`config.mk`:
```
export PLATFORM = sky130hd
export DESIGN_NAME = line_window
export DESIGN_NICKNAME = d
export VERILOG_FILES = /design/src/hdl/conv_pkg.sv /design/src/hdl/line_window.sv
export SDC_FILE = /design/constraint.sdc
export NUM_CORES = 1
export LEC_CHECK = 0
export BUFFER_PORTS_ARGS = -buffer_cell sky130_fd_sc_hd__buf_2
export CAP_MARGIN = 20
export CORE_MARGIN = 1
export CORE_UTILIZATION = 55
export CTS_CLUSTER_DIAMETER = 60
export DETAILED_ROUTE_END_ITERATION = 8
export HOLD_SLACK_MARGIN = 0.05
export PLACE_DENSITY = 0.79
export SYNTH_ARGS = -nofsm -noshare
export SYNTH_HDL_FRONTEND = slang
export SYNTH_SLANG_ARGS = --single-unit
```
`constraint.sdc`:
```
create_clock -name clk -period 6.69 [get_ports clk]
set_input_delay 0.3345 -clock clk [delete_from_list [all_inputs] [get_ports clk]]
set_output_delay 0.3345 -clock clk [all_outputs]
set_load 0.02 [all_outputs]
```
`src/hdl/conv_pkg.sv`:
```
package conv_pkg;

    // window_t is sized for the largest kernel the layer is built for
    localparam int KERNEL_SIZE_MAX = 3;
    localparam int WINDOW_LEN      = KERNEL_SIZE_MAX * KERNEL_SIZE_MAX;

    typedef logic signed [15:0] pixel_t;
    typedef logic signed [31:0] psum_t;

    // row-major, entry r*KERNEL_SIZE+c
    typedef pixel_t window_t [WINDOW_LEN];

    // pixels held so that the newest and oldest span one full window
    function automatic int fifo_size(int ifm_size, int kernel_size);
        return (kernel_size - 1) * ifm_size + kernel_size;
    endfunction

    // valid convolution, no padding, stride one
    function automatic int out_size(int ifm_size, int kernel_size);
        return ifm_size - kernel_size + 1;
    endfunction

endpackage

```
`src/hdl/line_window.sv`:
```
`timescale 1ns/1ps

module line_window #(
    parameter int IFM_SIZE    = 5,
    parameter int KERNEL_SIZE = 3
) (
    input  logic              clk,
    input  logic              reset,
    input  logic              shift_enable,
    input  conv_pkg::pixel_t  pixel,
    output conv_pkg::window_t window
);
    import conv_pkg::*;

    localparam int FIFO_LEN = fifo_size(IFM_SIZE, KERNEL_SIZE);

    // taps[0] newest, taps[FIFO_LEN-1] oldest
    pixel_t taps [FIFO_LEN];

    always_ff @(posedge clk or posedge reset)
    begin
        if (reset)
        begin
            for (int i = 0; i < FIFO_LEN; i++)
                taps[i] <= '0;
        end
        else if (shift_enable)
        begin
            taps[0] <= pixel;
            for (int i = 1; i < FIFO_LEN; i++)
                taps[i] <= taps[i-1];
        end
    end

    // oldest tap is the top left of the window, kernel rows sit IFM_SIZE apart
    always_comb
    begin
        for (int w = 0; w < WINDOW_LEN; w++)
            window[w] = '0;
        for (int r = 0; r < KERNEL_SIZE; r++)
        begin
            for (int c = 0; c < KERNEL_SIZE; c++)
                window[r * KERNEL_SIZE + c] = taps[FIFO_LEN - 1 - r * IFM_SIZE - c];
        end
    end

endmodule

```
=== Yosys cells after proc, flatten, opt, wreduce, memory -nomap -nowiden ===
Cells that the tools add are included.

* Register bits: 208
* Bits in latches: 0
* RAM bits: 0
* ROM bits: 0
* Bits of input ports: 19
* Output and inout bits: 144
* Word-level logic and storage cells: 13
* Memories kept: 0

* Add/sub/neg operators: 0
* Multiply operators: 0
* Divide/modulo/power cells: 0
* $lt $le $gt $ge: 0
* Equal/unequal tests: 0
* Shifts and indexed selects: 0
* Multiplexer cells: 0
* Bitwise gates (word level): 0
* Reductions and logical operators: 0

=== Longest topological paths before layout ===
* Word-level depth: 0
* Gate-level depth with buffers: 4
* Gate-level depth less buffers: 1

=== Worst setup path after synthesis ===
Ideal clock, no wire load.

* Kind: input to register
* Start: input shift_enable
* End: register taps[132] in the netlist's numbering
* Library setup time: 0.125 ns
* Arrival time: 1.054 ns
* Data required time: 6.565 ns
* Setup slack: 5.511 ns
* Cell stages on the path: 4
* Path buffers: 3
* Cell sequence: buf_6 buf_6 buf_6 mux2_4

{| class="wikitable"
|+ RTL lines
! element !! line !! RTL
|-
| start, declared || line_window.sv:9 || <nowiki>input logic shift_enable,</nowiki>
|-
| end signal, assigned by index || line_window.sv:31 || <nowiki>taps[i] <= taps[i-1];</nowiki>
|-
| end, declared || line_window.sv:18 || <nowiki>pixel_t taps [FIFO_LEN];</nowiki>
|}

No word-level cell between the ends.

=== Worst setup path in the final report ===
* Start: input shift_enable
* End: register taps, in the netlist window[106]

No word-level cell between the ends.

==> reports/qor.yml <==
run_status:
  outcome: "complete, no violations"
die:
  initial_core_util_pct: 57.21
  dieArea_um2: 17290
  io_pins: 163
  row_count: 46
  die_x_um: 131.5
  die_h_um: 131.5
  coreArea_um2: 16120
clock_tree:
  clk_pin_slew_ns: 0.06
  cts_tree: "yes"
  numCtsBuffers: 22
  htreeDepth: 1
  root_buffer: "clkbuf_16"
  cts_buffer_depth: 3
  numClockSinks: 208
  insertion_delay_ns: 0.49
placement:
  place_congestion: 0.7829
  place_ws_ns: 3.943
  place_area_um2: 9044
  portBuffers: 162
  dp_hpwl_mm: 8.702
grt:
  grt_max_degree: 148
  antenna_found_initial: 0
  grt_pass1_vias: 4163
  grt.total_usage_pct: 15.82
  grt_first_pass_wirelength_mm: 22.49
  overflow: 0
sta:
  period_needed_ns: 2.292
  period_share_pct: 34.26
  worstMarginPinSlew_ns: 1.227
  slew_headroom_pct: 18.21
  hold_violations: 0
  maxSlewViolCount: 0
  fin_skew_ns: 0.01380
  max_freq_ghz: 0.4363
  worst_slack_ns: 4.398
  finalSetupTns_ns: 0
  finalSetupViolCount: 0
  rsz0062_at_grt: "false"
routing:
  via_per_inst: 4.968
  drtPass1Iterations: 4
  num_vias: 4163
  ant_nets: 0
  drt_iter0_drc: 154
  drt-wirelength-per-cell_um: 16.10
  drc: 0
  wl_mm: 13.49
final_layout:
  diodes: 0
  area_delta_synth_final_pct: 6.432
  layout-drive-gt1-share_pct: 65.43
  final_util_pct: 60.89
  fill_cells: 1220
  design_area_um2: 9813
  final_nets: 627
yosys:
  ys_top_cells_by_area: "dfrtp_1, mux2_4, mux2_2"
  synth_seq_cells: 208
  synth_cells: 584
  synth.yosys.warnings: 0
  synth_top_area_share_pct: 56.45
  synth_xor_xnor_area_share_pct: 0
  synth_compound_area_share_pct: 0
  yosys.area.top_type: "dfrtp_1"
  synth_cell_type_count: 7
  syn_area_per_cell_um2: 15.79
  synth_fa_ha_area_share_pct: 0
  synth_seq_area_share_pct: 56.45
  synth_top_family_by_area: "multiplexers"
  syn_area_um2: 9220
  synth_mux_area_share_pct: 29.52
  synthSimpleGateAreaFrac_pct: 0
  syn_nets: 603
worst_setup_path:
  crit_type: "input pin to flip-flop"
  cp.required_ns: 7.05
  cp_cell_sequence: "buf_8, buf_4, mux2_2"
  slowest_stage: "buf_4"
  rr_worst_depth: 1
  critical_path.max_stage_delay_ns: 0.94
  r2r_setup_slack_ns: 5.84
  reg2reg_to: "window[91]"
  crit_path_end_kind: "flip-flop"
  path_max_fanout: 147
  reg2reg_from: "window[75]"
  startpoint_type: "input pin"
  worstPathArrival_ns: 2.65
hold_path:
  hp-start: "pixel[10]"
  min_path_type: "input pin to flip-flop"
  min_to: "window[10]"
  hold_depth: 2
job:
  drv_cap: 0
power:
  power.leakage_nw: 4.805
  ir_worst_vdd_mv: 0.2202
  p_per_area_nw_per_um2: 459.6
  power.total_mw: 4.511
worst max-delay path by stage:
stage                        endpoint  cells after the start  slack, ns    startpoint
final                     window[106]                      3       4.40  shift_enable
after global routing      window[106]                      3       4.30  shift_enable
after CTS                 window[141]                      4       4.43         reset
after detailed placement   window[59]                      3       3.94  shift_enable
after global placement     window[90]                      3       3.97  shift_enable
after floorplan             taps[128]                      1       0.67         reset
Yosys cell counts, drive strengths merged:
| cell type | instances |
|---|---|
| inv | 1 |
| buf | 167 |
| mux2 | 208 |
| dfrtp | 208 |
layout make-up:
type / count / area, um^2 / share of cell area (%)
Clock buffer: 34 / 676.9 / 6.898
Clock inverter: 4 / 45.04 / 0.4590
Inverter: 1 / 11.26 / 0.1148
Multi-Input combinational cell: 208 / 2721 / 27.73
Sequential cell: 208 / 5205 / 53.04
Tap cell: 216 / 270.3 / 2.754
Timing Repair Buffer: 167 / 883.3 / 9.002
cells by family (layout without fill, tap and decap cells):
logic type | Yosys count | in the layout
muxes | 208 | 208
DFF | 208 | 208
buffers and inverters | 168 | 206
what timing repair did:
action                                  in CTS  in global routing
endpoints found under the setup margin       0                  0
gates resized for setup                      0                  0
hold endpoints to repair                    47                  0
hold buffers                                 2                  0
setup buffers                                0                  0
per-stage QoR:
step                      instances  hold WS [ns]
after global placement          797        0.4839
after floorplan                 584        0.4749
after global routing            838       0.05175
final                           838       0.07508
after detailed placement        797        0.4867
after CTS                       837       0.05059
critical path: cells and delay by family:
kind | cells | cell delay (ns)
mux | 1 | 0.41
buf+inv | 2 | 1.75
placed cells by master, fill, tap and decap left out, types with 2 or more instances in the layout:
cell / synthesis / layout
mux2_4: 101 / 101
dfrtp_1: 208 / 208
mux2_2: 107 / 107
clkbuf_8: 0 / 6
buf_4: 144 / 2
clkbuf_1: 0 / 5
buf_2: 8 / 161
dlygate4sd3_1: 0 / 2
clkbuf_16: 0 / 23
clkinv_2: 0 / 3
sequential cells by signal (all words and copies together) (netlist names):
name,cells
window,144
taps,64
layer usage:
layer	share of wire (%)	global-route usage (%)	vias up
met5	0	0	-
met4	1.7	4.264	0
met3	5.3	3.318	21
met2	46	24.51	125
met1	47	22.66	2127
li1	-	-	1890
report_power, final:
group | leakage [nW] | total, mW | internal, mW | switching [mW]
logic | 1.97 | 1.31 | 0.647 | 0.667
clock network | 0.358 | 1.18 | 0.730 | 0.453
registers | 2.48 | 2.01 | 1.71 | 0.305
total | 4.81 | 4.51 | 3.08 | 1.43
No activity file was read; power rests on OpenSTA's default activity.
