**config.mk**
```make
export PLATFORM = sky130hd
export DESIGN_NAME = conv_control_flat
export DESIGN_NICKNAME = d
export VERILOG_FILES = /design/src/hdl/conv_pkg.sv /design/src/hdl/conv_ctrl_if.sv /design/src/hdl/delay_line.sv /design/src/hdl/conv_control.sv /design/src/flat_wrapper.sv
export SDC_FILE = /design/constraint.sdc
export NUM_CORES = 1
export LEC_CHECK = 0
export ABC_AREA = 1
export BUFFER_PORTS_ARGS = -buffer_cell sky130_fd_sc_hd__buf_2
export CORE_ASPECT_RATIO = 0.7
export CORE_MARGIN = 5
export CORE_UTILIZATION = 55
export CTS_CLUSTER_DIAMETER = 40
export DETAILED_ROUTE_END_ITERATION = 8
export PLACE_DENSITY = 0.86
export SETUP_SLACK_MARGIN = 0.05
export SYNTH_ARGS = -nofsm -noshare
export SYNTH_HDL_FRONTEND = slang
export SYNTH_SLANG_ARGS = --single-unit
export TNS_END_PERCENT = 5
```
**constraint.sdc**
```tcl
create_clock -name clk -period 2.1 [get_ports clk]
set_input_delay 0.105 -clock clk [delete_from_list [all_inputs] [get_ports clk]]
set_output_delay 0.105 -clock clk [all_outputs]
set_load 0.01 [all_outputs]
```
**src/hdl/conv_pkg.sv**
```systemverilog
package conv_pkg;

    // window_t is sized for the largest kernel the layer is built for
    localparam int KERNEL_SIZE_MAX = 3;
    localparam int WINDOW_LEN      = KERNEL_SIZE_MAX * KERNEL_SIZE_MAX;

    typedef logic signed [15:0] pixel_t;
    typedef logic signed [31:0] psum_t;

    // row-major, entry r*KERNEL_SIZE+c
    typedef pixel_t window_t [WINDOW_LEN];

    // pixels held so that the newest and oldest span one full window
    function automatic int fifo_size(int ifm_size, int kernel_size);
        return (kernel_size - 1) * ifm_size + kernel_size;
    endfunction

    // valid convolution, no padding, stride one
    function automatic int out_size(int ifm_size, int kernel_size);
        return ifm_size - kernel_size + 1;
    endfunction

endpackage

```
**src/hdl/conv_ctrl_if.sv**
```systemverilog
`timescale 1ns/1ps

interface conv_ctrl_if #(
    parameter int KERNEL_SIZE = 3
);

    logic                                       shift_enable;
    logic                                       conv_enable;
    logic                                       weight_load;
    logic [$clog2(KERNEL_SIZE*KERNEL_SIZE)-1:0] weight_index;
    logic                                       accu_enable;
    logic                                       relu_enable;
    logic                                       write_enable;

    modport ctrl (
        output shift_enable,
        output conv_enable,
        output weight_load,
        output weight_index,
        output accu_enable,
        output relu_enable,
        output write_enable
    );

    modport dp (
        input conv_enable,
        input weight_load,
        input weight_index,
        input accu_enable,
        input relu_enable,
        input write_enable
    );

endinterface

```
**src/hdl/delay_line.sv**
```systemverilog
`timescale 1ns/1ps

module delay_line #(
    parameter type T     = logic,
    parameter int  DEPTH = 1
) (
    input  logic clk,
    input  logic reset,
    input  T     data_in,
    output T     data_out
);

    T stages [DEPTH];

    always_ff @(posedge clk or posedge reset)
    begin
        if (reset)
        begin
            for (int i = 0; i < DEPTH; i++)
                stages[i] <= '0;
        end
        else
        begin
            stages[0] <= data_in;
            for (int i = 1; i < DEPTH; i++)
                stages[i] <= stages[i-1];
        end
    end

    assign data_out = stages[DEPTH-1];

endmodule

```
**src/hdl/conv_control.sv**
```systemverilog
`timescale 1ns/1ps

module conv_control #(
    parameter int IFM_SIZE          = 5,
    parameter int IFM_DEPTH         = 2,
    parameter int KERNEL_SIZE       = 3,
    parameter int NUMBER_OF_FILTERS = 2
) (
    input  logic clk,
    input  logic reset,
    input  logic start_from_previous,
    input  logic end_from_next,
    output logic end_to_previous,
    output logic ready,
    output logic start_to_next,
    output logic ifm_enable_read,
    output logic [$clog2(IFM_SIZE*IFM_SIZE)-1:0] ifm_address,
    output logic wm_enable_read,
    output logic [$clog2(KERNEL_SIZE*KERNEL_SIZE*IFM_DEPTH*NUMBER_OF_FILTERS)-1:0] wm_address,
    output logic bm_enable_read,
    output logic [$clog2(NUMBER_OF_FILTERS)-1:0] bm_address,
    output logic next_enable_read,
    output logic [$clog2(conv_pkg::out_size(IFM_SIZE, KERNEL_SIZE)**2)-1:0]
        next_read_address,
    output logic [$clog2(conv_pkg::out_size(IFM_SIZE, KERNEL_SIZE)**2)-1:0]
        next_write_address,
    conv_ctrl_if.ctrl ctrl
);
    import conv_pkg::*;

    localparam int PIXELS        = IFM_SIZE * IFM_SIZE;
    localparam int KK            = KERNEL_SIZE * KERNEL_SIZE;
    localparam int FIFO_LEN      = fifo_size(IFM_SIZE, KERNEL_SIZE);
    localparam int OUT           = out_size(IFM_SIZE, KERNEL_SIZE);
    localparam int WM_W          = $clog2(KK * IFM_DEPTH * NUMBER_OF_FILTERS);
    localparam int NEXT_W        = $clog2(OUT * OUT);
    localparam int KK_W          = $clog2(KK);
    localparam int FILL_W        = $clog2(FIFO_LEN);
    localparam int SPAN_W        = $clog2(OUT + KERNEL_SIZE);
    localparam int ROW_W         = $clog2(OUT + 1);
    localparam int WRITE_LATENCY = 2;

    typedef enum logic [1:0] {IDLE, READ, FINISH} main_state_t;
    typedef enum logic [1:0] {W_FILL, W_VALID, W_INVALID} win_state_t;
    typedef enum logic {H_IDLE, H_HOLD} hand_state_t;
    typedef logic [NEXT_W-1:0] next_addr_t;

    main_state_t                      state;
    win_state_t                       wstate;
    hand_state_t                      hstate;
    logic [$clog2(IFM_DEPTH)-1:0]     channel_count;
    logic [$clog2(NUMBER_OF_FILTERS)-1:0] filter_count;
    logic                             start;
    logic                             pass_end;
    logic                             last_pass;
    logic                             last_write;
    logic                             shift_enable;
    logic                             conv_enable;
    logic                             write_enable;
    logic                             weight_load;
    logic [KK_W-1:0]                  weight_index;
    logic                             accu_flag;
    logic                             relu_flag;
    logic [FILL_W-1:0]                fill_count;
    logic [SPAN_W-1:0]                span_count;
    logic [ROW_W-1:0]                 row_count;

    assign start      = start_from_previous && ready && end_to_previous;
    assign pass_end   = (state == READ) && (ifm_address == PIXELS - 1);
    assign last_pass  = (channel_count == IFM_DEPTH - 1) &&
                        (filter_count == NUMBER_OF_FILTERS - 1);
    assign last_write = (state == FINISH) && write_enable &&
                        (next_write_address == OUT * OUT - 1);

    // passes run back to back, the next one starts right after the last address
    always_ff @(posedge clk or posedge reset)
    begin
        if (reset)
        begin
            state         <= IDLE;
            ifm_address   <= '0;
            channel_count <= '0;
            filter_count  <= '0;
        end
        else
        begin
            case (state)
                IDLE:
                    if (start)
                        state <= READ;
                READ:
                begin
                    if (pass_end)
                    begin
                        ifm_address <= '0;
                        if (channel_count == IFM_DEPTH - 1)
                        begin
                            channel_count <= '0;
                            if (filter_count == NUMBER_OF_FILTERS - 1)
                                filter_count <= '0;
                            else
                                filter_count <= filter_count + 1'b1;
                        end
                        else
                            channel_count <= channel_count + 1'b1;
                        if (last_pass)
                            state <= FINISH;
                    end
                    else
                        ifm_address <= ifm_address + 1'b1;
                end
                FINISH:
                    if (last_write)
                        state <= IDLE;
                default:
                    state <= IDLE;
            endcase
        end
    end

    assign ifm_enable_read = (state == READ);
    assign wm_enable_read  = (state == READ) && (ifm_address < KK);
    assign wm_address      = WM_W'((filter_count * IFM_DEPTH + channel_count) * KK + ifm_address);
    assign bm_enable_read  = (state == READ) && (ifm_address == 0) &&
                             (channel_count == IFM_DEPTH - 1);
    assign bm_address      = filter_count;
    assign end_to_previous = (state != READ);
    assign ready           = (state == IDLE) && (hstate == H_IDLE);

    // memory data lands one cycle after the read
    always_ff @(posedge clk or posedge reset)
    begin
        if (reset)
        begin
            shift_enable <= 1'b0;
            weight_load  <= 1'b0;
            weight_index <= '0;
        end
        else
        begin
            shift_enable <= ifm_enable_read;
            weight_load  <= wm_enable_read;
            weight_index <= KK_W'(ifm_address);
        end
    end

    // window timing: fill, then valid and invalid spans per output row
    always_ff @(posedge clk or posedge reset)
    begin
        if (reset)
        begin
            wstate     <= W_FILL;
            fill_count <= '0;
            span_count <= '0;
            row_count  <= '0;
            accu_flag  <= 1'b0;
            relu_flag  <= 1'b0;
        end
        else
        begin
            case (wstate)
                W_FILL:
                    if (shift_enable)
                    begin
                        if (fill_count == FIFO_LEN - 1)
                        begin
                            wstate     <= W_VALID;
                            fill_count <= '0;
                            accu_flag  <= (channel_count != 0);
                            relu_flag  <= (channel_count == IFM_DEPTH - 1);
                        end
                        else
                            fill_count <= fill_count + 1'b1;
                    end
                W_VALID:
                    if (span_count == OUT - 1)
                    begin
                        span_count <= '0;
                        if (row_count == OUT - 1)
                        begin
                            wstate     <= W_FILL;
                            row_count  <= '0;
                            // first pixel of the next pass may already be going in
                            fill_count <= FILL_W'(shift_enable);
                        end
                        else
                            wstate <= W_INVALID;
                    end
                    else
                        span_count <= span_count + 1'b1;
                W_INVALID:
                    if (span_count == KERNEL_SIZE - 2)
                    begin
                        wstate     <= W_VALID;
                        span_count <= '0;
                        row_count  <= row_count + 1'b1;
                    end
                    else
                        span_count <= span_count + 1'b1;
                default:
                    wstate <= W_FILL;
            endcase
        end
    end

    assign conv_enable      = (wstate == W_VALID);
    assign next_enable_read = conv_enable;

    always_ff @(posedge clk or posedge reset)
    begin
        if (reset)
            next_read_address <= '0;
        else if (conv_enable)
            next_read_address <= (next_read_address == OUT * OUT - 1) ?
                                 '0 : next_read_address + 1'b1;
    end

    // product stage plus accumulate stage
    delay_line #(.T(logic), .DEPTH(WRITE_LATENCY)) write_enable_delay (
        .clk      (clk),
        .reset    (reset),
        .data_in  (conv_enable),
        .data_out (write_enable)
    );

    delay_line #(.T(next_addr_t), .DEPTH(WRITE_LATENCY)) write_address_delay (
        .clk      (clk),
        .reset    (reset),
        .data_in  (next_read_address),
        .data_out (next_write_address)
    );

    // handoff waits for the next layer to be free
    always_ff @(posedge clk or posedge reset)
    begin
        if (reset)
            hstate <= H_IDLE;
        else
        begin
            case (hstate)
                H_IDLE:
                    if (last_write)
                        hstate <= H_HOLD;
                H_HOLD:
                    if (end_from_next)
                        hstate <= H_IDLE;
                default:
                    hstate <= H_IDLE;
            endcase
        end
    end

    assign start_to_next = (hstate == H_HOLD) && end_from_next;

    assign ctrl.shift_enable = shift_enable;
    assign ctrl.conv_enable  = conv_enable;
    assign ctrl.weight_load  = weight_load;
    assign ctrl.weight_index = weight_index;
    assign ctrl.accu_enable  = accu_flag;
    assign ctrl.relu_enable  = relu_flag;
    assign ctrl.write_enable = write_enable;

endmodule

```
**src/flat_wrapper.sv**
```systemverilog
// flat-port wrapper written by rule: the top's interface ports become plain ports
module conv_control_flat import conv_pkg::*;
#(
    parameter int IFM_SIZE          = 5,
    parameter int IFM_DEPTH         = 2,
    parameter int KERNEL_SIZE       = 3,
    parameter int NUMBER_OF_FILTERS = 2
)
  (clk, reset, start_from_previous, end_from_next, end_to_previous, ready, start_to_next, ifm_enable_read, ifm_address, wm_enable_read, wm_address, bm_enable_read, bm_address, next_enable_read, next_read_address, next_write_address, ctrl_shift_enable, ctrl_conv_enable, ctrl_weight_load, ctrl_weight_index, ctrl_accu_enable, ctrl_relu_enable, ctrl_write_enable);
  conv_ctrl_if #(.KERNEL_SIZE(KERNEL_SIZE)) ctrl_i ();
  input  logic clk;
  input  logic reset;
  input  logic start_from_previous;
  input  logic end_from_next;
  output logic end_to_previous;
  output logic ready;
  output logic start_to_next;
  output logic ifm_enable_read;
  output logic [$clog2(IFM_SIZE*IFM_SIZE)-1:0] ifm_address;
  output logic wm_enable_read;
  output logic [$clog2(KERNEL_SIZE*KERNEL_SIZE*IFM_DEPTH*NUMBER_OF_FILTERS)-1:0] wm_address;
  output logic bm_enable_read;
  output logic [$clog2(NUMBER_OF_FILTERS)-1:0] bm_address;
  output logic next_enable_read;
  output logic [$clog2(conv_pkg::out_size(IFM_SIZE, KERNEL_SIZE)**2)-1:0] next_read_address;
  output logic [$clog2(conv_pkg::out_size(IFM_SIZE, KERNEL_SIZE)**2)-1:0] next_write_address;
  output wire logic [$bits(ctrl_i.shift_enable)-1:0] ctrl_shift_enable;
  output wire logic [$bits(ctrl_i.conv_enable)-1:0] ctrl_conv_enable;
  output wire logic [$bits(ctrl_i.weight_load)-1:0] ctrl_weight_load;
  output wire logic [$bits(ctrl_i.weight_index)-1:0] ctrl_weight_index;
  output wire logic [$bits(ctrl_i.accu_enable)-1:0] ctrl_accu_enable;
  output wire logic [$bits(ctrl_i.relu_enable)-1:0] ctrl_relu_enable;
  output wire logic [$bits(ctrl_i.write_enable)-1:0] ctrl_write_enable;
  assign ctrl_shift_enable = ctrl_i.shift_enable;
  assign ctrl_conv_enable = ctrl_i.conv_enable;
  assign ctrl_weight_load = ctrl_i.weight_load;
  assign ctrl_weight_index = ctrl_i.weight_index;
  assign ctrl_accu_enable = ctrl_i.accu_enable;
  assign ctrl_relu_enable = ctrl_i.relu_enable;
  assign ctrl_write_enable = ctrl_i.write_enable;
  conv_control #(.IFM_SIZE(IFM_SIZE), .IFM_DEPTH(IFM_DEPTH), .KERNEL_SIZE(KERNEL_SIZE), .NUMBER_OF_FILTERS(NUMBER_OF_FILTERS)) u_core (.clk(clk), .reset(reset), .start_from_previous(start_from_previous), .end_from_next(end_from_next), .end_to_previous(end_to_previous), .ready(ready), .start_to_next(start_to_next), .ifm_enable_read(ifm_enable_read), .ifm_address(ifm_address), .wm_enable_read(wm_enable_read), .wm_address(wm_address), .bm_enable_read(bm_enable_read), .bm_address(bm_address), .next_enable_read(next_enable_read), .next_read_address(next_read_address), .next_write_address(next_write_address), .ctrl(ctrl_i));
endmodule
```
# [After elaboration in Yosys (flattened, before gate mapping)]
# Cells that the tools add are included.
# Widths: inputs -> output; s select.
[classes] mux=30 n_shift=0 bitwise=1 add_sub_neg=9 reduce_logical=23 n_div=0 magnitude_cmp=1 n_eq_ne=21 mul=1
[ops] cell="$mul 32x4->6 const B" n=1
[ops] cell="$mux 2" n=12
[ops] cell="$mux 4" n=5
[ops] cell="$ne 2x1->1 const B" n=8
[ops] cell="$reduce_and 4->1" n=4
[ops] cell="$eq 4x4->1 const B" n=3
[ops] cell="$pmux 2 s3" n=2
[ops] cell="$logic_and 1x1->1" n=11
[ops] cell="$add 4x1->4 const B" n=2
[ops] cell="$pmux 4 s2" n=1
[ops] cell="$add 6x5->6" n=1
[ops] cell="$eq 2x2->1 const B" n=3
[ops] cell="$mux 3" n=2
[ops] cell="$pmux 3 s2" n=1
[ops] cell="$reduce_and 3->1" n=2
[ops] cell="$add 5x1->5 const B" n=1
[ops] cell="$eq 5x5->1 const B" n=1
[ops] cell="$logic_not 5->1" n=1
[ops] cell="$lt 5x4->1 const B" n=1
[ops] cell="$mux 5" n=1
[ops] cell="$eq 2x1->1 const B" n=2
[ops] cell="$logic_not 2->1" n=2
[ops] cell="$mux 1" n=4
[ops] cell="$ne 2x2->1 const B" n=2
[ops] cell="11 further kinds" n=13
[totals] memories=0 reg_bits=42 latchBits=0 output_inout_bits=37 mem_bits_ro=0 wordCells=104 input_bits=4 mem_bits_rw=0

# [Depth between registers and ports, before layout]
# Gate-level depths: netlist of the first run.
[depth] depth_word=6 ltp_mapped=9 depth_no_buf=8

# [By module]
# A second synthesis of the first run with hierarchy kept.
[hier_totals] hier_cells=240 hier_area_um2=2180.8
[modules_own_cells] module="conv_control" cells_each=224 n_inst=1 seq_area_each_um2=800.8 area_each_um2=1893.1
[modules_own_cells] module="delay_line (u_core.write_address_delay)" cells_each=13 n_inst=1 seq_area_each_um2=200.2 area_each_um2=234.0
[modules_own_cells] module="delay_line (u_core.write_enable_delay)" cells_each=3 n_inst=1 seq_area_each_um2=50.0 area_each_um2=53.8

# [Least setup slack after synthesis of the first run]
# No wires, ideal clock.
[synth_path] kind="register to output" startpoint="register u_core.ifm_address[1]" endpoint="output wm_address[5]" path_slack_ns=0.299 required_ns=1.995 path_stages_with_launch=8 arrival_time_ns=1.696 n_path_buf=0 cell_sequence="dfrtp_1 -> ha_1 -> ha_1 -> inv_1 -> fa_1 -> inv_1 -> a31oi_1 -> xnor2_1"
[synth_via] elab_chain_cells=1
[synth_rtl] element="start, declared" line_no="conv_control.sv:17" text="output logic [$clog2(IFM_SIZE*IFM_SIZE)-1:0] ifm_address,"
[synth_rtl] element="start signal, assigned" line_no="conv_control.sv:110" text="ifm_address <= ifm_address + 1'b1;"
[synth_rtl] element="$add 6x5->6" line_no="conv_control.sv:123" text="assign wm_address = WM_W'((filter_count * IFM_DEPTH + channel_count) * KK + ifm_address);"
[synth_rtl] element="end, declared" line_no="flat_wrapper.sv:21" text="output logic [$clog2(KERNEL_SIZE*KERNEL_SIZE*IFM_DEPTH*NUMBER_OF_FILTERS)-1:0] wm_address;"
# Every way passes these cells.

# [Worst setup path after layout of the first run]
# Same ends and word-level chain as after synthesis.

==> results of run 1 <==
==> layout make-up <==
class                      instances  area [um2]  share of cell area (%)
clock inverter                     3        21.3                   0.826
sequential                        42        1050                    40.9
inverter                          37         144                    5.59
timing repair buffer              45         240                    9.32
multi-input combinational        156         983                    38.2
tap                               52        65.1                    2.53
clock buffer                       5        68.8                    2.67
==> worst max-delay path by stage <==
stage / slack [ps] / from / end / depth (start not counted)
after global routing: -150 / u_core.bm_address / wm_address[5] / 8
after CTS: 10 / u_core.ifm_address[1] / wm_address[5] / 8
final: -50 / u_core.ifm_address[1] / wm_address[5] / 8
after detailed placement: 210 / u_core.ifm_address[1] / wm_address[5] / 8
after floorplan: 300 / u_core.ifm_address[1] / wm_address[5] / 7
after global placement: 280 / u_core.ifm_address[1] / wm_address[5] / 8
==> synth_stat cells (all sizes together) <==
| cell | count | area share, % |
|---|---|---|
| nand3 | 18 | 4.3 |
| nor3 | 5 | 1.1 |
| o21ai | 13 | 3.1 |
| fa | 1 | 0.90 |
| a21oi | 2 | 0.45 |
| nor2 | 19 | 4.8 |
| nor3b | 1 | 0.34 |
| or2 | 1 | 0.28 |
| inv | 37 | 6.5 |
| xnor2 | 2 | 0.79 |
| ha | 18 | 10 |
| xor2 | 7 | 3.1 |
| dfrtp | 42 | 47 |
| buf | 7 | 2.5 |
| a31oi | 3 | 0.84 |
| nand2 | 52 | 9.0 |
| nand4 | 14 | 4.6 |
==> power groups by stage <==
stage / Clock (mW) / Sequential, mW / Combinational (mW)
2_1_floorplan: 0 / 1.54 / 1.38
3_3_place_gp: 0 / 1.51 / 1.95
3_5_place_dp: 0 / 1.54 / 2.04
4_1_cts: 0.535 / 1.51 / 2.09
5_1_grt: 0.577 / 1.58 / 2.46
6_report: 0.532 / 1.52 / 2.17
==> state kept, by name, summed over array words and instances (netlist names), 2 cells and up <==
register and count:
u_core.wstate 2, u_core.write_address_delay.stages 4, u_core.span_count 3, u_core.next_read_address 4, u_core.state 2, u_core.ctrl.weight_index 4
u_core.fill_count 4, u_core.write_address_delay.data_out 4, u_core.row_count 2, u_core.ifm_address 5
==> timing repair <==
| item | in CTS | in global routing |
|---|---|---|
| hold endpoints to repair | 42 | 0 |
| endpoints found under the setup margin | 2 | 3 |
| setup buffers | 2 | 0 |
| hold buffers | 1 | 0 |
| gates resized for setup | 3 | 4 |
==> per-stage QoR <==
step / instance area, um2 / cells / utilization (%) / hold WS, ps
6_report: 2580 / 340 / 65.7 / 45.5
3_3_place_gp: 2450 / 329 / 62.4 / 251
5_1_grt: 2580 / 340 / 65.7 / 44.5
2_1_floorplan: 2220 / 242 / - / 225
3_5_place_dp: 2450 / 329 / 62.4 / 265
4_1_cts: 2570 / 340 / 65.5 / 40.0
==> routing by layer <==
metal  vias up  track usage [%]
li1        870                -
met1       844             23.7
met2        51             30.1
met3        11             4.30
met4         0             8.70
met5         -                0
==> logic make-up after synthesis <==
group,share of synthesized area [%]
AOI/OAI and AO/OA,4.39
xor gates and xnor gates,3.88
adders and majority gates,11.0
buffers and inverters,9.00
DFF,47.3
and+or+nand+nor,24.4
==> critical path: stages (launching register included) <==
cell and delay [ps]:
dfrtp_1 390, ha_1 300, ha_2 200, inv_2 40
fa_2 360, inv_2 80, a31oi_2 100, xnor2_1 140
buf_2 140
==> results by group, run 1 <==
STA
  – RSZ-0062 raised after global routing: yes
  – # setup viols final: 1
  – Period utilization: 103%
  – Post-route setup slack: -53.6 ps
  – Setup TNS: -53.6 ps
  – Final hold viol count: 0
  – Fmax: 0.464 GHz
  – Slew HR: 65.3%
  – Worst Tran Pin Value: roughly 520 ps
  – Pins Over Slew Limit: 0
  – Tmin final: roughly 2200 ps
  – Setup Skew: 7.34 ps

Drt
  – WL met1: 2120 um
  – 1st-pass router iterations: 4
  – Post-route DRC: 0
  – WL per Instance: 14.2 um
  – Met2 WL: 2350 um
  – Max Used Layer: met4
  – Vias per inst: 5.22
  – Via count: 1,776
  – WL met3: 261 um
  – WL final: 4810 um
  – Post-route ant nets: 0
  – DR iter-0 viols: 157

Die
  – Die height: roughly 63 um
  – Core area: 3920 um2
  – Full die area: 5430 um2
  – Die Wd: 86.0 um
  – Row count: 19
  – Io pins: 41
  – Initial core utilization: between 50% and 60%

Global route
  – First-pass GRT wire length: roughly 8000 um
  – Initial antenna violation count: 0
  – Tot GR Track Use: 18.7%
  – Grt total ovfl: 0
  – Vias in the first global route: 1,735
  – Largest net degree at the start of global routing: 43

Hold path
  – Worst hold path depth: 3
  – Worst hold path startpoint: start_from_previous
  – WHS Endpoint: u_core.state[0]
  – Worst hold path class: in -> reg

Worst setup path
  – Arrival @ worst endpoint: 2050 ps
  – Reg2reg setup slack: 560 ps
  – Critical path type: reg -> out
  – Critical Path Fanout Max: 2
  – Startpoint Class: flop
  – Critical R2R Capture: u_core.bm_address
  – Critical path endpoint category: output pin
  – Worst R2R Start: u_core.ifm_address[1]
  – CP Data Required Time: 2000 ps
  – Worst Reg-to-Reg Cells: 8

Placement
  – Placer Congestion: 0.889
  – DP HPWL: 3390 um
  – Port Buffer Count: 40
  – Setup WS pre-CTS: 213 ps

CTS
  – CTS Buf Count: 5
  – Clk sink count: 42
  – CTS tree: yes
  – Clk pin slew, worst setup/hold paths: 90 ps
  – CTS root buffer: clkbuf_8
  – Worst-skew pair later-pin latency: 300 ps
  – H-tree depth: 2
  – Clk buf depth: 2

Finish
  – Most frequent cells in the layout: nand2_1 (50), buf_2 (40), dfrtp_1 (40), inv_1 (30)
  – Layout cells sized above 1: about a quarter
  – Area Growth Syn to Fin: 15.9%
  – # nets final: between 300 and 400
  – Fillers: 300
  – Commonest non-fill, non-tap cell in the layout: nand2_1
  – # diodes: 0

Logic synthesis
  – Synthesized instance count: 242
  – Net Count, Synth: 265
  – #FFs+latches synth: 42
  – Synthesized area: around 2200 um2
  – Ys Warns: 0
  – Post-Syn Area per Cell: ~9.2 um2
  – Yosys cell types: 28
  – Register area share after synthesis: a little under half

Power
  – P_sw: 1.96 mW
  – Comb power frac: 51.4%
  – VDD IR-drop max: roughly 800 uV
  – PwrDens: 1640 nW/um2
  – Final Total Pwr: between 4 and 5 mW
  – Leakage: 1.36 nW
  – Sw frac: 46.4%
  – Clock group share of total power: between 10% and 20%
  – Sequential power share: 36.0%
  – Int Power: around 2.3 mW

Status
  – Status: complete, but fails checks
  – Failing checks: negative setup slack

Run
  – Max-Cap Viols: 0
(Power assumes the default switching activity.)
==> run 2: changes to the inputs <==
--- a/config.mk
+++ b/config.mk
@@ -5,7 +5,6 @@
 export SDC_FILE = /design/constraint.sdc
 export NUM_CORES = 1
 export LEC_CHECK = 0
-export ABC_AREA = 1
 export BUFFER_PORTS_ARGS = -buffer_cell sky130_fd_sc_hd__buf_2
 export CORE_ASPECT_RATIO = 0.7
 export CORE_MARGIN = 5
==> run 2 against run 1 <==
  * The run still ends with negative setup slack left
  * Clock power is 46% higher
  * Flip-flop and latch count stayed put
  * Routed wire length is 2.0% lower
  * Utilization is 2.4 points higher
  * Clock skew is 3.4 ps lower
  * Cell count is 7.4% lower
  * Via count is 0.79% lower
  * Synthesized area is 0.23% higher
  * Sequential power is 47% lower
  * Critical path type unchanged
  * Largest cell class unchanged
==> results by group, run 2 <==
Logic synthesis
  – Simple-gate share of the synthesized area: 16.1% (-8.3 points)
  – Synthesized instance count: 217 (-10%)
  – Ys Warns: 0 (unchanged)
  – Yosys cell types: 52 (+86%)
  – Register area share after synthesis: 47.2% (-0.11 points)
  – Synth Area in XOR/XNOR: 2.36% (-1.5 points)
  – Post-synthesis mux area share: 1.46% (+1.5 points)
  – Top_reg_cell synth: dfrtp_1
  – Post-synth ARST share: 100% (unchanged)
  – Largest cells by area after synthesis: dfrtp_1 (47%), ha_1 (10%), o21ai_0 (3.8%)
  – Post-Syn Area per Cell: 10.3 um2 (+12%)
  – #FFs+latches synth: 42 (unchanged)
  – Top cell type's share of synthesized area: 47.2% (-0.11 points)
  – Post-synthesis adder-cell area fraction: 11.0% (-0.025 points)
  – Post-synthesis compound-gate area fraction: 14.8% (+10 points)
  – Most numerous cell in the Yosys netlist: dfrtp_1
  – Synthesized area: 2230 um2 (+0.23%)
  – Synth cell count leaders: dfrtp_1 (42), inv_1 (21), ha_1 (18)
  – Largest family of logic cells by synthesized area: simple AND/OR/NAND/NOR gates
  – EDFF count, synth: 0 (unchanged)
  – Net Count, Synth: 240 (-9.4%)
  – Post-synth top area cell: dfrtp_1

Finish
  – # diodes: 0 (unchanged)
  – Post-route cell area: 2670 um2 (+3.6%)
  – Area Growth Syn to Fin: 19.8%
  – Reg with most FFs: u_core.ifm_address
  – Max FFs per register: 5 (unchanged)
  – # nets final: 285 (-8.1%)
  – Commonest non-fill, non-tap cell in the layout: dfrtp_1
  – Most frequent cells in the layout: dfrtp_1 (41), buf_2 (39), inv_1 (18), o21ai_0 (17), ha_1 (16)
  – Layout cells sized above 1: 27.4% (+1.7 points)

Global route
  – First-pass GRT wire length: 7730 um (-3.6%)
  – Initial antenna violation count: 0 (unchanged)
  – Vias in the first global route: 1,679 (-3.2%)
  – Largest net degree at the start of global routing: 43 (unchanged)
  – Tot GR Track Use: 18.0% (-0.69 points)
  – Grt total ovfl: 0 (unchanged)

Power
  – Comb power frac: 1.3% (-50 points)
  – PwrDens: 602 nW/um2 (-63%)
  – VDD IR-drop max: 501 uV (-35%)
  – P_sw: 0.288 mW (-85%)
  – Sequential power share: 50.2% (+14 points)
  – Clock group share of total power: 48.5% (+36 points)
  – Leakage: 1.29 nW (-5.0%)
  – Int Power: 1.32 mW (-42%)
  – Sw frac: 17.9% (-28 points)
  – Final Total Pwr: 1.61 mW (-62%)

Worst setup path
  – Critical path endpoint category: output pin
  – CP max stage delay: 400 ps (about the same)
  – CP Data Required Time: 2000 ps (about the same)
  – Most used cell along the critical path: inv_2
  – Startpoint Class: flop
  – Arrival @ worst endpoint: 2030 ps (-20 ps)
  – Critical path type: reg -> out
  – Critical Path Fanout Max: 2 (unchanged)
  – CP Cell Sequence: ha_1 -> ha_2 -> inv_2 -> fa_2 -> inv_2 -> a31oi_2 -> xnor2_1 -> buf_2
  – CP max stage cell: dfrtp_1

STA
  – Setup Skew: 3.89 ps (-3.45 ps)
  – Final hold viol count: 0 (unchanged)
  – Post-route setup slack: -33.6 ps (+19.9 ps)
  – Hold_ws: 71.7 ps (+26.2 ps)
  – Worst Tran Pin Value: 518 ps (-3.14 ps)
  – Tmin final: 2130 ps (-19.9 ps)
  – Fmax: 0.469 GHz (+0.93%)
  – # setup viols final: 1 (unchanged)
  – Slew HR: 65.5% (+0.21 points)
  – Period utilization: 102% (-0.95 points)
  – Pins Over Slew Limit: 0 (unchanged)
  – RSZ-0062 raised after global routing: yes

Die
  – Die Wd: 86.1 um (about the same)
  – Row count: 19 (unchanged)
  – Initial core utilization: 56.8% (+0.13 points)
  – Full die area: 5440 um2 (+0.19%)
  – Core area: 3920 um2 (unchanged)
  – Io pins: 41 (unchanged)
  – Die height: 63.3 um (about the same)

CTS
  – Clk pin slew, worst setup/hold paths: 80 ps (about the same)
  – Worst-skew pair later-pin latency: 290 ps (about the same)
  – CTS tree: yes
  – Clk buf depth: 2 (unchanged)
  – CTS Buf Count: 5 (unchanged)
  – H-tree depth: 2 (unchanged)
  – CTS root buffer: clkbuf_8
  – Clk sink count: 42 (unchanged)

Placement
  – DP HPWL: 3330 um (-1.9%)
  – Placed Area: 2460 um2 (+0.66%)
  – Placer Congestion: 0.847 (-4.7%)
  – Port Buffer Count: 40 (unchanged)

Run
  – Max-Cap Viols: 0 (unchanged)

Drt
  – WL final: 4720 um (-2.0%)
  – Post-route DRC: 0 (unchanged)
  – 1st-pass router iterations: 4 (unchanged)
  – DR iter-0 viols: 90 (-43%)
  – Via count: 1,762 (-0.79%)
  – Post-route ant nets: 0 (unchanged)
  – WL per Instance: 15.0 um (+5.8%)
  – Vias per inst: 5.59 (+7.1%)

Hold path
  – Worst hold path class: in -> reg

Status
  – Failing checks: negative setup slack
  – Status: complete, but fails checks
==> run 2: cell count changes in the layout (fill, tap and decap cells not counted), sizes merged, moves of 5 or more <==
cell	delta
a21oi	+6
buf	+5
inv	-15
nand2	-37
nand2b	+5
nand3	-5
nand4	-13
nor2	-12
o21ai	+5
xor2	-7
==> run 2: layer usage <==
layer,part of all wire [%],vias up,global-route usage (%),wire length [um]
met4,0.89,0,4.15,42
met1,45,847,24.4,2130
met2,48,62,28.1,2250
met5,0,-,0,0
met3,6.4,6,5.73,301
li1,-,847,-,-
==> run 2: metrics by stage <==
step	util [%]	worst slack [ps]	TNS, ps	instances
3_3_place_gp	62.8	251	0	303
2_1_floorplan	-	273	0	217
4_1_cts	67.0	13.7	0	313
6_report	68.1	-33.6	-33.6	315
5_1_grt	68.1	-130	-215	315
3_5_place_dp	62.8	229	0	303
==> run 2: kinds of logic after synthesis <==
family / Yosys count
XOR/XNOR: 6
flip-flops: 42
multiplexers: 3
buffers and inverters: 34
AO/OA/AOI/OAI: 50
adder cells (fa/ha/maj): 19
AND/OR/NAND/NOR: 63
==> run 2: layout make-up <==
type                       instances  area, um2
inverter                          22       82.6
fill                             291       1250
multi-input combinational        141       1040
sequential                        42       1050
timing repair buffer              50        284
clock inverter                     2       60.1
clock buffer                       6       82.6
tap                               52       65.1
==> run 2: path summary, 6_finish.rpt <==
check,slack [ps],to,start,depth (start not counted)
hold reg to reg,350,u_core.write_address_delay.data_out[1],u_core.write_address_delay.stages[5],0
max in group asynchronous,1240,u_core.channel_count,reset,4
setup reg to reg,230,u_core.wstate[1],u_core.wstate[0],5
setup / recovery,-30,wm_address[5],u_core.bm_address,8
min in group asynchronous,470,u_core.fill_count[1],reset,4
hold / removal,70,u_core.state[0],start_from_previous,3
==> run 2: worst max-delay path, delay by kind of cell, from the launching register on <==
family	cells	cell delay (ps)
adder cells (fa/ha/maj)	3	850
flip-flops	1	400
XOR/XNOR	1	150
AO/OA/AOI/OAI	1	80
buffers and inverters	3	260
==> run 2: power by group through the flow <==
stage	clock network [mW]	logic, mW	registers [mW]
2_1_floorplan	0	0.0122	0.824
3_3_place_gp	0	0.0204	0.824
3_5_place_dp	0	0.0206	0.824
4_1_cts	0.791	0.0221	0.808
5_1_grt	0.829	0.0254	0.808
6_report	0.779	0.0207	0.808
==> run 2: what timing repair did <==
item                       in CTS  in global routing
resized for setup               1                  8
hold endpoints to repair       42                  0
hold buffers                    1                  0
setup buffers                   1                  2
pin swaps                       0                  5
setup endpoints to repair       2                  2
